## config.mk

```make
export PLATFORM = sky130hd
export DESIGN_NAME = datapath_top
export DESIGN_NICKNAME = d
export VERILOG_FILES = /design/src/dp_types_pkg.sv /design/src/dp_ctrl_pkg.sv /design/src/io_predication.sv /design/src/operand_memory.sv /design/src/alu_writeback.sv /design/src/datapath_top.sv
export VERILOG_INCLUDE_DIRS = /design/src
export SDC_FILE = /design/constraint.sdc
export NUM_CORES = 2
export LEC_CHECK = 0
export BUFFER_PORTS_ARGS = -buffer_cell sky130_fd_sc_hd__clkbuf_2
export CAP_MARGIN = 20
export CORE_UTILIZATION = 60
export CTS_CLUSTER_SIZE = 10
export DETAILED_ROUTE_END_ITERATION = 10
export PLACE_DENSITY_LB_ADDON = 0.05
export SLEW_MARGIN = 10
export SYNTH_ARGS = -nofsm -noshare
export SYNTH_HDL_FRONTEND = slang
export SYNTH_SLANG_ARGS = --single-unit
```

## constraint.sdc

```tcl
create_clock -name clock -period 4.66 [get_ports clock]
set_input_delay 0.466 -clock clock [delete_from_list [all_inputs] [get_ports clock]]
set_output_delay 0.466 -clock clock [all_outputs]
set_load 0.03 [all_outputs]
```

## src/dp_cfg.svh

```systemverilog
// Datapath configuration macros: word and address widths, I/O port count and base address
`ifndef DP_CFG_SVH
`define DP_CFG_SVH

// ----------------------------------------------------------------------
// Data and address widths
// ----------------------------------------------------------------------

// Width of one data word, shared by memory, ALU and I/O ports
`define DP_WORD_WIDTH 16

// Operand address width; covers memory, the null location and I/O
`define DP_ADDR_WIDTH 6

// ----------------------------------------------------------------------
// I/O port map
// ----------------------------------------------------------------------

// Number of I/O ports, each with its own empty/full flags
`define DP_IO_PORT_COUNT 4

// First I/O address. The ports occupy the top of the address space,
// so addresses 60 to 63 select ports 0 to 3 and 1 to 59 are memory.
// Address 0 is the null location and always reads zero
`define DP_IO_BASE_ADDR 60

`endif

```

## src/dp_types_pkg.sv

```systemverilog
// Data-path vector types for words, operand addresses and per-port masks
`include "dp_cfg.svh"

package dp_types_pkg;

    // ------------------------------------------------------------------
    // Data words
    // ------------------------------------------------------------------

    // One data word as held in memory and carried on the I/O ports
    typedef logic [`DP_WORD_WIDTH-1:0] word_t;

    // ------------------------------------------------------------------
    // Addresses
    // ------------------------------------------------------------------

    // Operand address; the top addresses decode to I/O ports
    typedef logic [`DP_ADDR_WIDTH-1:0] addr_t;

    // ------------------------------------------------------------------
    // Port masks
    // ------------------------------------------------------------------

    // One bit per I/O port, used for the empty/full flags and the
    // read/write enables
    typedef logic [`DP_IO_PORT_COUNT-1:0] port_mask_t;

endpackage

```

## src/dp_ctrl_pkg.sv

```systemverilog
// Control types for the datapath: opcode width and the opcode enum
package dp_ctrl_pkg;

    // ------------------------------------------------------------------
    // Opcodes
    // ------------------------------------------------------------------

    // Opcode field width in the instruction
    localparam int OPCODE_WIDTH = 3;

    // ALU operations. Arithmetic wraps at the word width, and
    // OP_PASS_A forwards operand A unchanged, which is how loads from
    // a port into memory and moves between locations are done.
    // The two unused encodings produce zero
    typedef enum logic [OPCODE_WIDTH-1:0] {
        OP_ADD    = 3'd0,
        OP_SUB    = 3'd1,
        OP_AND    = 3'd2,
        OP_OR     = 3'd3,
        OP_XOR    = 3'd4,
        OP_PASS_A = 3'd5
    } opcode_t;

endpackage

```

## src/io_predication.sv

```systemverilog
// I/O predication that checks the I/O operand flags of each instruction and issues read enables
`include "dp_cfg.svh"

module io_predication
    import dp_types_pkg::*, dp_ctrl_pkg::*;
(
    input  logic       clock,
    input  logic       rst_n,
    input  logic       instr_valid,
    input  logic       cancel,
    input  opcode_t    opcode,
    input  addr_t      read_addr_a,
    input  addr_t      read_addr_b,
    input  addr_t      write_addr_d,
    input  port_mask_t io_read_ef,
    input  port_mask_t io_write_ef,
    output logic       pred_valid,
    output logic       pred_ready,
    output logic       pred_is_io_a,
    output logic       pred_is_io_b,
    output logic       pred_write_io,
    output opcode_t    pred_opcode,
    output addr_t      pred_read_addr_a,
    output addr_t      pred_read_addr_b,
    output addr_t      pred_write_addr,
    output port_mask_t io_rden
);

    localparam int    PORT_IDX_W = $clog2(`DP_IO_PORT_COUNT);
    localparam addr_t IO_BASE    = addr_t'(`DP_IO_BASE_ADDR);

    // ----------------------------------------------------------------------
    // Address decode and flag check
    // ----------------------------------------------------------------------

    logic                  is_io_a, is_io_b, is_io_d;
    addr_t                 offs_a, offs_b, offs_d;
    logic [PORT_IDX_W-1:0] port_a, port_b, port_d;
    logic                  ok_a, ok_b, ok_d, ready;
    port_mask_t            rden_next;

    assign is_io_a = (read_addr_a >= IO_BASE);
    assign is_io_b = (read_addr_b >= IO_BASE);
    assign is_io_d = (write_addr_d >= IO_BASE);

    // Port number is the offset from the I/O base
    assign offs_a = read_addr_a - IO_BASE;
    assign offs_b = read_addr_b - IO_BASE;
    assign offs_d = write_addr_d - IO_BASE;
    assign port_a = offs_a[PORT_IDX_W-1:0];
    assign port_b = offs_b[PORT_IDX_W-1:0];
    assign port_d = offs_d[PORT_IDX_W-1:0];

    // A memory operand is always ready; an I/O operand needs its flag
    assign ok_a  = !is_io_a || io_read_ef[port_a];
    assign ok_b  = !is_io_b || io_read_ef[port_b];
    assign ok_d  = !is_io_d || io_write_ef[port_d];
    assign ready = instr_valid && !cancel && ok_a && ok_b && ok_d;

    // Two operands naming the same port merge into one enable bit,
    // so that port pops a single word
    assign rden_next = ((is_io_a ? port_mask_t'(1) << port_a : '0)
                      | (is_io_b ? port_mask_t'(1) << port_b : '0));

    // ----------------------------------------------------------------------
    // Stage registers
    // ----------------------------------------------------------------------

    always_ff @(posedge clock or negedge rst_n) begin
        if (!rst_n) begin
            pred_valid <= 1'b0;
            pred_ready <= 1'b0;
            io_rden    <= '0;
        end else begin
            pred_valid <= instr_valid;
            pred_ready <= ready;
            io_rden    <= ready ? rden_next : '0;
        end
    end

    always_ff @(posedge clock) begin
        pred_is_io_a     <= is_io_a;
        pred_is_io_b     <= is_io_b;
        pred_write_io    <= is_io_d;
        pred_opcode      <= opcode;
        pred_read_addr_a <= read_addr_a;
        pred_read_addr_b <= read_addr_b;
        pred_write_addr  <= write_addr_d;
    end

    // An annulled instruction must never pop a port
    assert property (@(posedge clock) disable iff (!rst_n)
        (io_rden != '0) |-> pred_ready)
        else $error("io_rden raised for an annulled instruction");

endmodule

```

## src/operand_memory.sv

```systemverilog
// Operand memory: 64-word register memory with two registered read ports and one write port
`include "dp_cfg.svh"

module operand_memory
    import dp_types_pkg::*;
(
    input  logic  clock,
    input  addr_t read_addr_a,
    input  addr_t read_addr_b,
    input  logic  wb_en,
    input  addr_t wb_addr,
    input  word_t wb_data,
    output word_t mem_data_a,
    output word_t mem_data_b
);

    localparam int    MEM_DEPTH = 1 << `DP_ADDR_WIDTH;
    localparam addr_t IO_BASE   = addr_t'(`DP_IO_BASE_ADDR);

    // ----------------------------------------------------------------------
    // Storage
    // ----------------------------------------------------------------------

    // One shared array serves both operands. Locations 0 and the I/O
    // range are never written, so whatever they hold is don't-care
    word_t mem [MEM_DEPTH];

    // ----------------------------------------------------------------------
    // Read path
    // ----------------------------------------------------------------------

    // Address 0 is the null location. A read that coincides with the
    // write of the same location returns the new word, so an instruction
    // issued two cycles after its writer already sees the result
    function automatic word_t read_word(input addr_t addr);
        word_t value;
        if (addr == '0) begin
            value = '0;
        end else if (wb_en && (wb_addr == addr)) begin
            value = wb_data;
        end else begin
            value = mem[addr];
        end
        return value;
    endfunction

    always_ff @(posedge clock) begin
        mem_data_a <= read_word(read_addr_a);
        mem_data_b <= read_word(read_addr_b);
    end

    // ----------------------------------------------------------------------
    // Write path
    // ----------------------------------------------------------------------

    always_ff @(posedge clock) begin
        if (wb_en) begin
            mem[wb_addr] <= wb_data;
        end
    end

    // The writeback stage must route null and I/O destinations elsewhere
    assert property (@(posedge clock)
        wb_en |-> ((wb_addr != '0) && (wb_addr < IO_BASE)))
        else $error("memory write to reserved address %0d", wb_addr);

endmodule

```

## src/alu_writeback.sv

```systemverilog
// ALU and writeback: operand select, result compute, and memory or I/O writeback
`include "dp_cfg.svh"

module alu_writeback
    import dp_types_pkg::*, dp_ctrl_pkg::*;
(
    input  logic       clock,
    input  logic       rst_n,
    input  logic       pred_valid,
    input  logic       pred_ready,
    input  logic       pred_is_io_a,
    input  logic       pred_is_io_b,
    input  logic       pred_write_io,
    input  opcode_t    pred_opcode,
    input  addr_t      pred_read_addr_a,
    input  addr_t      pred_read_addr_b,
    input  addr_t      pred_write_addr,
    input  port_mask_t io_rden,
    input  word_t      mem_data_a,
    input  word_t      mem_data_b,
    input  word_t      io_read_data [`DP_IO_PORT_COUNT],
    output logic       wb_en,
    output addr_t      wb_addr,
    output word_t      wb_data,
    output port_mask_t io_wren,
    output word_t      io_write_data,
    output word_t      result,
    output logic       result_valid,
    output logic       annulled
);

    localparam int    PORT_IDX_W = $clog2(`DP_IO_PORT_COUNT);
    localparam addr_t IO_BASE    = addr_t'(`DP_IO_BASE_ADDR);

    // ----------------------------------------------------------------------
    // Operand select
    // ----------------------------------------------------------------------

    addr_t                 offs_a, offs_b, offs_d;
    logic [PORT_IDX_W-1:0] port_a, port_b, port_d;
    word_t                 op_a, op_b, alu_out;

    assign offs_a = pred_read_addr_a - IO_BASE;
    assign offs_b = pred_read_addr_b - IO_BASE;
    assign offs_d = pred_write_addr - IO_BASE;
    assign port_a = offs_a[PORT_IDX_W-1:0];
    assign port_b = offs_b[PORT_IDX_W-1:0];
    assign port_d = offs_d[PORT_IDX_W-1:0];

    // The port head word stands in for whatever the memory returned
    assign op_a = pred_is_io_a ? io_read_data[port_a] : mem_data_a;
    assign op_b = pred_is_io_b ? io_read_data[port_b] : mem_data_b;

    // ----------------------------------------------------------------------
    // ALU
    // ----------------------------------------------------------------------

    always_comb begin
        case (pred_opcode)
            OP_ADD:    alu_out = op_a + op_b;
            OP_SUB:    alu_out = op_a - op_b;
            OP_AND:    alu_out = op_a & op_b;
            OP_OR:     alu_out = op_a | op_b;
            OP_XOR:    alu_out = op_a ^ op_b;
            OP_PASS_A: alu_out = op_a;
            default:   alu_out = '0;
        endcase
    end

    // ----------------------------------------------------------------------
    // Writeback
    // ----------------------------------------------------------------------

    // Control state; an annulled instruction leaves only its flag behind
    always_ff @(posedge clock or negedge rst_n) begin
        if (!rst_n) begin
            result_valid <= 1'b0;
            annulled     <= 1'b0;
            wb_en        <= 1'b0;
            io_wren      <= '0;
        end else begin
            result_valid <= pred_ready;
            annulled     <= pred_valid && !pred_ready;
            wb_en        <= pred_ready && !pred_write_io && (pred_write_addr != '0);
            io_wren      <= (pred_ready && pred_write_io) ? port_mask_t'(1) << port_d : '0;
        end
    end

    always_ff @(posedge clock) begin
        result  <= alu_out;
        wb_addr <= pred_write_addr;
    end

    // Memory and port see the same registered word as the result
    assign wb_data       = result;
    assign io_write_data = result;

    assert property (@(posedge clock) disable iff (!rst_n) $onehot0(io_wren))
        else $error("more than one io_wren bit set: %b", io_wren);

    // Any I/O operand consumed by the ALU must be popped from its port
    assert property (@(posedge clock) disable iff (!rst_n)
        pred_ready |-> ((!pred_is_io_a || io_rden[port_a])
                     && (!pred_is_io_b || io_rden[port_b])))
        else $error("I/O operand used without a matching io_rden bit");

endmodule

```

## src/datapath_top.sv

```systemverilog
// Datapath top level: I/O predication, operand memory and ALU writeback stage
`include "dp_cfg.svh"

module datapath_top
    import dp_types_pkg::*, dp_ctrl_pkg::*;
(
    input  logic       clock,
    input  logic       rst_n,
    input  logic       instr_valid,
    input  opcode_t    opcode,
    input  addr_t      read_addr_a,
    input  addr_t      read_addr_b,
    input  addr_t      write_addr_d,
    input  logic       cancel,
    input  port_mask_t io_read_ef,
    input  port_mask_t io_write_ef,
    input  word_t      io_read_data [`DP_IO_PORT_COUNT],
    output port_mask_t io_rden,
    output port_mask_t io_wren,
    output word_t      io_write_data,
    output word_t      result,
    output logic       result_valid,
    output logic       annulled
);

    // ----------------------------------------------------------------------
    // Stage 1 to stage 2 wiring
    // ----------------------------------------------------------------------

    logic    pred_valid, pred_ready;
    logic    pred_is_io_a, pred_is_io_b, pred_write_io;
    opcode_t pred_opcode;
    addr_t   pred_read_addr_a, pred_read_addr_b, pred_write_addr;
    word_t   mem_data_a, mem_data_b;

    // Memory write port, fed back from the writeback stage
    logic    wb_en;
    addr_t   wb_addr;
    word_t   wb_data;

    io_predication u_pred (
        .clock, .rst_n, .instr_valid, .cancel, .opcode,
        .read_addr_a, .read_addr_b, .write_addr_d,
        .io_read_ef, .io_write_ef,
        .pred_valid, .pred_ready, .pred_is_io_a, .pred_is_io_b, .pred_write_io,
        .pred_opcode, .pred_read_addr_a, .pred_read_addr_b, .pred_write_addr,
        .io_rden
    );

    // Memory reads run alongside predication and are ready in cycle 1
    operand_memory u_mem (
        .clock, .read_addr_a, .read_addr_b,
        .wb_en, .wb_addr, .wb_data,
        .mem_data_a, .mem_data_b
    );

    alu_writeback u_alu (
        .clock, .rst_n,
        .pred_valid, .pred_ready, .pred_is_io_a, .pred_is_io_b, .pred_write_io,
        .pred_opcode, .pred_read_addr_a, .pred_read_addr_b, .pred_write_addr,
        .io_rden, .mem_data_a, .mem_data_b, .io_read_data,
        .wb_en, .wb_addr, .wb_data,
        .io_wren, .io_write_data, .result, .result_valid, .annulled
    );

endmodule

```

Yosys cells after proc, flatten, opt, wreduce, memory -nomap -nowiden
Memory sizes are Yosys's and may differ from the RTL's. A register that Yosys moved wholly into a read port is not among the register bits.
Index checks and enable logic that the tools add are counted.
{ "op_classes": {"add_sub_neg": 8, "n_lt_le_gt_ge": 8, "n_eq_ne": 5, "shift": 3, "mux": 21, "n_bitwise": 6, "reduce_logical": 21} }
{ "op_table": {"columns": ["cell", "n"], "rows": [
  ["$mux 16", 6],
  ["$pmux 16 s6", 1],
  ["$bmux 16 s2", 2],
  ["$ge 6x6->1 const B", 3],
  ["$add 16x16->16", 1],
  ["$and 16x16->16", 1],
  ["$mux 4", 4],
  ["$or 16x16->16", 1],
  ["$sub 16x16->16", 1],
  ["$xor 16x16->16", 1],
  ["$logic_not 6->1", 2],
  ["$shl 1x2->4 const A", 3],
  ["$sub 2x1->2 const B", 6],
  ["$lt 2x3->1 const B", 3],
  ["$logic_and 1x1->1", 8],
  ["$bmux 1 s2", 3],
  ["$eq 3x2->1 const B", 2],
  ["$eq 3x3->1 const B", 2],
  ["$ge 3x3->1 const B", 2],
  ["$logic_not 1->1", 6],
  ["$not 2->3", 2],
  ["$reduce_bool 6->1", 1],
  ["$mux 1", 5],
  ["$or 4x4->4", 1],
  ["other kinds (3)", 5]
]} }
{ "totals": {"ff_bits": 51, "ram_bits": 1024, "inputBits": 97, "out_inout_bits": 42, "elab_cells": 89, "mem_count": 1} }
{ "mem_list": {"columns": ["memory", "words", "width", "read_ports", "rd_ports_with_merged_regs", "wr", "line", "rtl"], "rows": [
  ["u_mem.mem", 64, 16, 2, 2, 1, "operand_memory.sv:26", "word_t mem [MEM_DEPTH];"]
]} }

Depth between registers and ports, before layout
{ "logic_depth": {"depth_word": 8, "depth_mapped": 18, "mapped_depth_nobuf": 16} }

Modules after synthesis
Synthesis repeated with hierarchy kept, for this count alone.
{ "hier_totals": {"hier_cells": 3215, "area_unflattened_um2": 54150.7} }
{ "modules_own_cells": {"columns": ["mod", "n_inst", "cells_each", "area_per_inst_um2", "seq_area_each_um2"], "rows": [
  ["operand_memory", 1, 2704, 49144.6, 31390.1],
  ["alu_writeback", 1, 454, 4166.5, 615.6],
  ["io_predication", 1, 57, 839.6, 630.6]
]} }

Worst setup path before layout
Ideal clock, no wire load.
{ "synth_timing": {"path_kind": "reg2reg", "startpoint": "register u_pred.pred_read_addr_b[0]", "endpoint": "register u_alu.result[15] (netlist: u_alu.io_write_data[15])", "setup_time_ps": 127, "arrival_time_ps": 4068, "required_time_ps": 4533, "setup_slack_ps": 465, "path_stages_with_launch": 19, "n_path_buf": 2, "synth_period_minus_slack_ps": 4195, "path_cell_list": "dfxtp_1 > buf_2 > clkbuf_1 > mux4_2 > mux2i_1 > ha_1 > and3_1 > nand3_1 > o21ai_1 > xnor2_1 > ha_1 > and3_1 > a221oi_1 > nand2_1 > nor2_1 > o21ai_1 > a31oi_1 > xnor2_1 > o21ai_1"} }
{ "synth_between": {"elab_chain_cells": 8, "word_cells_on_any_way": 12, "cone_classes": "add/sub (3); mux (5); bitwise (4)"} }
{ "synth_lines": {"columns": ["element", "line", "rtl"], "rows": [
  ["start: declaration", "io_predication.sv:24", "output addr_t pred_read_addr_b,"],
  ["start signal: assignment", "io_predication.sv:87", "pred_read_addr_b <= read_addr_b;"],
  ["$sub 2x1->2 *", "alu_writeback.sv:44", "assign offs_b = pred_read_addr_b - IO_BASE;"],
  ["$not 2->3 (not written as such) *", "alu_writeback.sv:52", "assign op_b = pred_is_io_b ? io_read_data[port_b] : mem_data_b;"],
  ["$bmux 16 s2 *", "alu_writeback.sv:52", null],
  ["$mux 16 (not written as such) * (2 in series)", "alu_writeback.sv:52", null],
  ["$mux 16 *", "alu_writeback.sv:52", null],
  ["$sub 16x16->16 (tied with other cells)", "alu_writeback.sv:61", "OP_SUB: alu_out = op_a - op_b;"],
  ["$pmux 16 s6 *", "alu_writeback.sv:59", "case (pred_opcode)"],
  ["named net u_alu.alu_out[15]", "alu_writeback.sv:41", "word_t op_a, op_b, alu_out;"],
  ["end signal: assignment", "alu_writeback.sv:90", "result <= alu_out;"],
  ["end: declaration", "alu_writeback.sv:27", "output word_t result,"]
]} }
The timed path passes the listed nets; every way through them passes the cells marked *. The select of a mux whose other input is x is not followed.

Worst setup path in the final report
{ "layout_timing": {"startpoint": "register u_pred.pred_read_addr_b[1]", "endpoint": "register u_alu.result[15] (netlist: u_alu.io_write_data[15])"} }
The elaborated chain is that of the path after synthesis.

==> results.txt <==
required time at the endpoint of the critical path = 5.26 ns
synthesis-stage register bit count = 1107
Top FF cell, synth = sky130_fd_sc_hd__edfxtp_1
pin count of the biggest net entering global routing = 69
total half-perimeter wirelength after legalization and detailed placement = 100.0 mm
Post-synth EDFFs = 1024
Post-Syn Area per Cell = 20.58 sq um
Synth Net Count = 2725
post-synthesis instance total = 2579
first-pass GRT wire length = 224.8 mm
I/O Pins = 139
element type at the critical path end = register
async set or reset register ratio after synthesis = 0.01174
launching element type of the critical path = register
clock buffers created by TritonCTS = 132
Vias = 30170
via count normalized by instance count = 7.445
Antenna Violating Nets Remaining = 0
number of failing hold endpoints at the final stage = 0
area of the core = 87160 sq um
maximum clock skew at final layout = 0.02658 ns
setup TNS = 0 ns
outcome = complete, no violations
RSZ-0062 raised after global routing = no
Leakage = 19.54 nW
Data arrival, critical path = 4.91 ns
portion of the post-synthesis area used by sequential elements = 0.6120
proportion of layout cells with a drive suffix above 1 = 0.4402
# nets final = 2978
initial core utilization = 0.6088
max-cap violation count = 0
initial antenna violation count = 20
Total Routing Usage GR = 0.3648
First-pass DRT Iterations = 8
die boundary width = 299.4 um
placement row count = 108
slew margin rel. = 0.2830
distinct cell type count of the synthesized netlist = 55
final clock period utilization by the worst path = 0.9254
number of global-route vias before repair = 31320
Post-Synthesis Cell Area = 53060 sq um
clock-pin slew on the worst setup and hold paths = 0.06 ns
final period demand of the worst path = 4.312 ns
DRC violation count after routing = 0
floorplan die area = 89630 sq um
maximum vdd ir drop = 0.4066 mV
# setup viols final = 0
die height = 299.4 um
clock tree from TritonCTS = yes
initial DRC count = 4297
number of buffers on the longest clock path = 3
class of the most critical setup path = reg2reg
Worst-Skew Late Latency = 0.73 ns
TritonCTS sink count = 1107
power per unit of standard cell area = 418.0 nW/um^2
count of H-tree levels built during CTS = 4
port buffer count = 138
routability congestion estimate from global placement = 0.9387
min-delay worst type = in2reg
number of warnings issued by yosys = 0
Area Overhead vs Synth = 13.07%
Critical Path Fanout Max = 22
global route total overflow = 0
slew of the pin with the lowest slew margin = 1.076 ns
Avg WL per Cell = 39.09 um
core occupancy in the finished layout = 0.6884
Pins Over Slew Limit = 0
CTS root buffer = sky130_fd_sc_hd__clkbuf_16
Total Wirelength = 158.4 mm
highest clock frequency the design can meet = 0.2319 GHz
[power breakdown]
group          switching (mW)  internal, mW
clock                    3.91          5.53
sequential              0.435          11.7
combinational            2.22          1.26
[final timing paths]
check | slack, ns | cells after the start | start | endpoint
min in group asynchronous | 0.18 | 2 | rst_n | u_pred.pred_valid
worst max-delay path | 0.35 | 16 | u_pred.pred_read_addr_b[1] | u_alu.io_write_data[15]
worst min register to register | 0.35 | 0 | u_pred.pred_write_addr[4] | u_alu.wb_addr[4]
worst min-delay path | 0.01 | 1 | read_addr_b[0] | u_pred.pred_read_addr_b[0]
max in group asynchronous | 4.23 | 2 | rst_n | u_alu.wb_en
worst max register to register | 0.35 | 16 | u_pred.pred_read_addr_b[1] | u_alu.io_write_data[15]
[timing repair]
action                                  in CTS  in global routing
endpoints found under the setup margin       0                  2
hold buffers                                11                  0
resized for setup                            0                  1
endpoints found under the hold margin       23                  0
buffers inserted                             0                  0
[stage by stage]
stage / instance area [sq um] / cells / hold slack [ns] / setup WS, ns / total power [mW]
floorplan: 53060 / 2579 / 0.1704 / 0.4653 / 14.29
global placement: 56030 / 3842 / 0.3313 / 0.2718 / 15.67
detailed placement: 56030 / 3842 / 0.3401 / 0.2665 / 15.78
CTS: 59980 / 4047 / 0.0009585 / 0.2423 / 25.12
global route: 59990 / 4047 / 0.01496 / 0.07833 / 25.72
finish: 60000 / 4053 / 0.01290 / 0.3478 / 25.08
[layout by cell type (no fill, tap or decap), types with 5 or more instances in the layout]
master,n
sky130_fd_sc_hd__buf_12,25
sky130_fd_sc_hd__ha_1,48
sky130_fd_sc_hd__clkbuf_2,130
sky130_fd_sc_hd__mux2_2,8
sky130_fd_sc_hd__nand2b_1,12
sky130_fd_sc_hd__a31oi_1,11
sky130_fd_sc_hd__nand3b_1,5
sky130_fd_sc_hd__dlygate4sd3_1,11
sky130_fd_sc_hd__dfrtp_1,13
sky130_fd_sc_hd__xor2_1,12
sky130_fd_sc_hd__o21ai_0,14
sky130_fd_sc_hd__dfxtp_1,53
sky130_fd_sc_hd__mux4_2,703
sky130_fd_sc_hd__mux2i_1,62
sky130_fd_sc_hd__edfxtp_1,1024
sky130_fd_sc_hd__nor3_1,9
sky130_fd_sc_hd__nor2_1,79
sky130_fd_sc_hd__dfxtp_2,17
sky130_fd_sc_hd__o21ai_1,9
sky130_fd_sc_hd__diode_2,6
sky130_fd_sc_hd__a222oi_1,6
sky130_fd_sc_hd__clkbuf_1,37
sky130_fd_sc_hd__clkbuf_16,139
sky130_fd_sc_hd__nor2_2,63
sky130_fd_sc_hd__nand2_1,33
sky130_fd_sc_hd__inv_1,37
sky130_fd_sc_hd__a21oi_1,34
sky130_fd_sc_hd__xnor2_1,27
sky130_fd_sc_hd__nor2b_1,13
sky130_fd_sc_hd__buf_4,155
sky130_fd_sc_hd__o22ai_1,5
sky130_fd_sc_hd__nand3_1,16
[synthesized netlist by cell type, types with 12 or more instances]
cell	instances	area, sq um
sky130_fd_sc_hd__o21ai_0	14	70.07
sky130_fd_sc_hd__nor2_1	143	536.8
sky130_fd_sc_hd__nand2b_1	12	75.07
sky130_fd_sc_hd__xnor2_1	27	236.5
sky130_fd_sc_hd__clkbuf_1	106	397.9
sky130_fd_sc_hd__mux2i_1	62	620.6
sky130_fd_sc_hd__buf_2	30	150.1
sky130_fd_sc_hd__dfrtp_1	13	325.3
sky130_fd_sc_hd__nand2_1	33	123.9
sky130_fd_sc_hd__mux4_2	703	15830
sky130_fd_sc_hd__edfxtp_1	1024	30750
sky130_fd_sc_hd__ha_1	48	600.6
sky130_fd_sc_hd__a21oi_1	34	170.2
sky130_fd_sc_hd__xor2_1	12	105.1
sky130_fd_sc_hd__inv_1	37	138.9
sky130_fd_sc_hd__buf_4	29	217.7
sky130_fd_sc_hd__buf_6	21	236.5
sky130_fd_sc_hd__buf_1	22	82.58
sky130_fd_sc_hd__nor2b_1	13	81.33
sky130_fd_sc_hd__nand3_1	16	80.08
sky130_fd_sc_hd__dfxtp_1	70	1401
[flip-flops by register name (all words and copies together), names as in the netlist, 2 cells and up]
name,count
u_pred.pred_read_addr_b,2
u_pred.pred_opcode,3
u_mem.mem_data_a,16
u_alu.io_write_data,16
u_pred.pred_write_addr,6
u_pred.io_rden,4
u_mem.mem_data_b,16
u_alu.wb_addr,6
u_pred.pred_read_addr_a,2
u_mem.mem,1024
u_alu.io_wren,4
[final cells by class]
| type | instances | area (sq um) |
|---|---|---|
| Timing Repair Buffer | 327 | 2507 |
| Sequential cell | 1107 | 32500 |
| Multi-Input combinational cell | 1224 | 19550 |
| Inverter | 40 | 150.1 |
| Clock inverter | 16 | 195.2 |
| Clock buffer | 178 | 3645 |
| Tap cell | 1155 | 1445 |
| Fill cell | 5423 | 27160 |
| Antenna cell | 6 | 15.01 |
[cell families (layout without fill, tap and decap cells)]
kind of cell    after synthesis  count (layout)  share of synthesized area
xor+xnor                     39              39                   0.006437
mux                         773             773                     0.3118
other cells                   0               6                          0
simple gates                254             254                    0.02174
buf+inv                     248             561                    0.02327
flops                      1107            1107                     0.6120
compound gates              109             109                    0.01306
fa+ha+maj                    49              49                    0.01170
[worst max-delay path: stages, from the launching register on]
cell	delay (ns)
sky130_fd_sc_hd__dfxtp_1	0.58
sky130_fd_sc_hd__buf_4	0.37
sky130_fd_sc_hd__mux2i_1	0.34
sky130_fd_sc_hd__nand3_1	0.15
sky130_fd_sc_hd__a22o_1	0.25
sky130_fd_sc_hd__nor4_2	0.26
sky130_fd_sc_hd__a21oi_1	0.14
sky130_fd_sc_hd__xnor2_1	0.14
sky130_fd_sc_hd__ha_1	0.35
sky130_fd_sc_hd__and3_1	0.25
sky130_fd_sc_hd__a221oi_1	0.42
sky130_fd_sc_hd__nand2_1	0.11
sky130_fd_sc_hd__nor2_1	0.22
sky130_fd_sc_hd__o21ai_1	0.15
sky130_fd_sc_hd__a31oi_1	0.22
sky130_fd_sc_hd__xnor2_1	0.14
sky130_fd_sc_hd__o21ai_1	0.08
[per-layer routing]
metal	track usage	part of all wire	vias to the layer above
li1	-	-	11630
met1	0.4716	0.34	16060
met2	0.5746	0.48	2042
met3	0.1095	0.12	426
met4	0.1732	0.053	22
met5	0	0.00096	-
(Power assumes the default switching activity.)
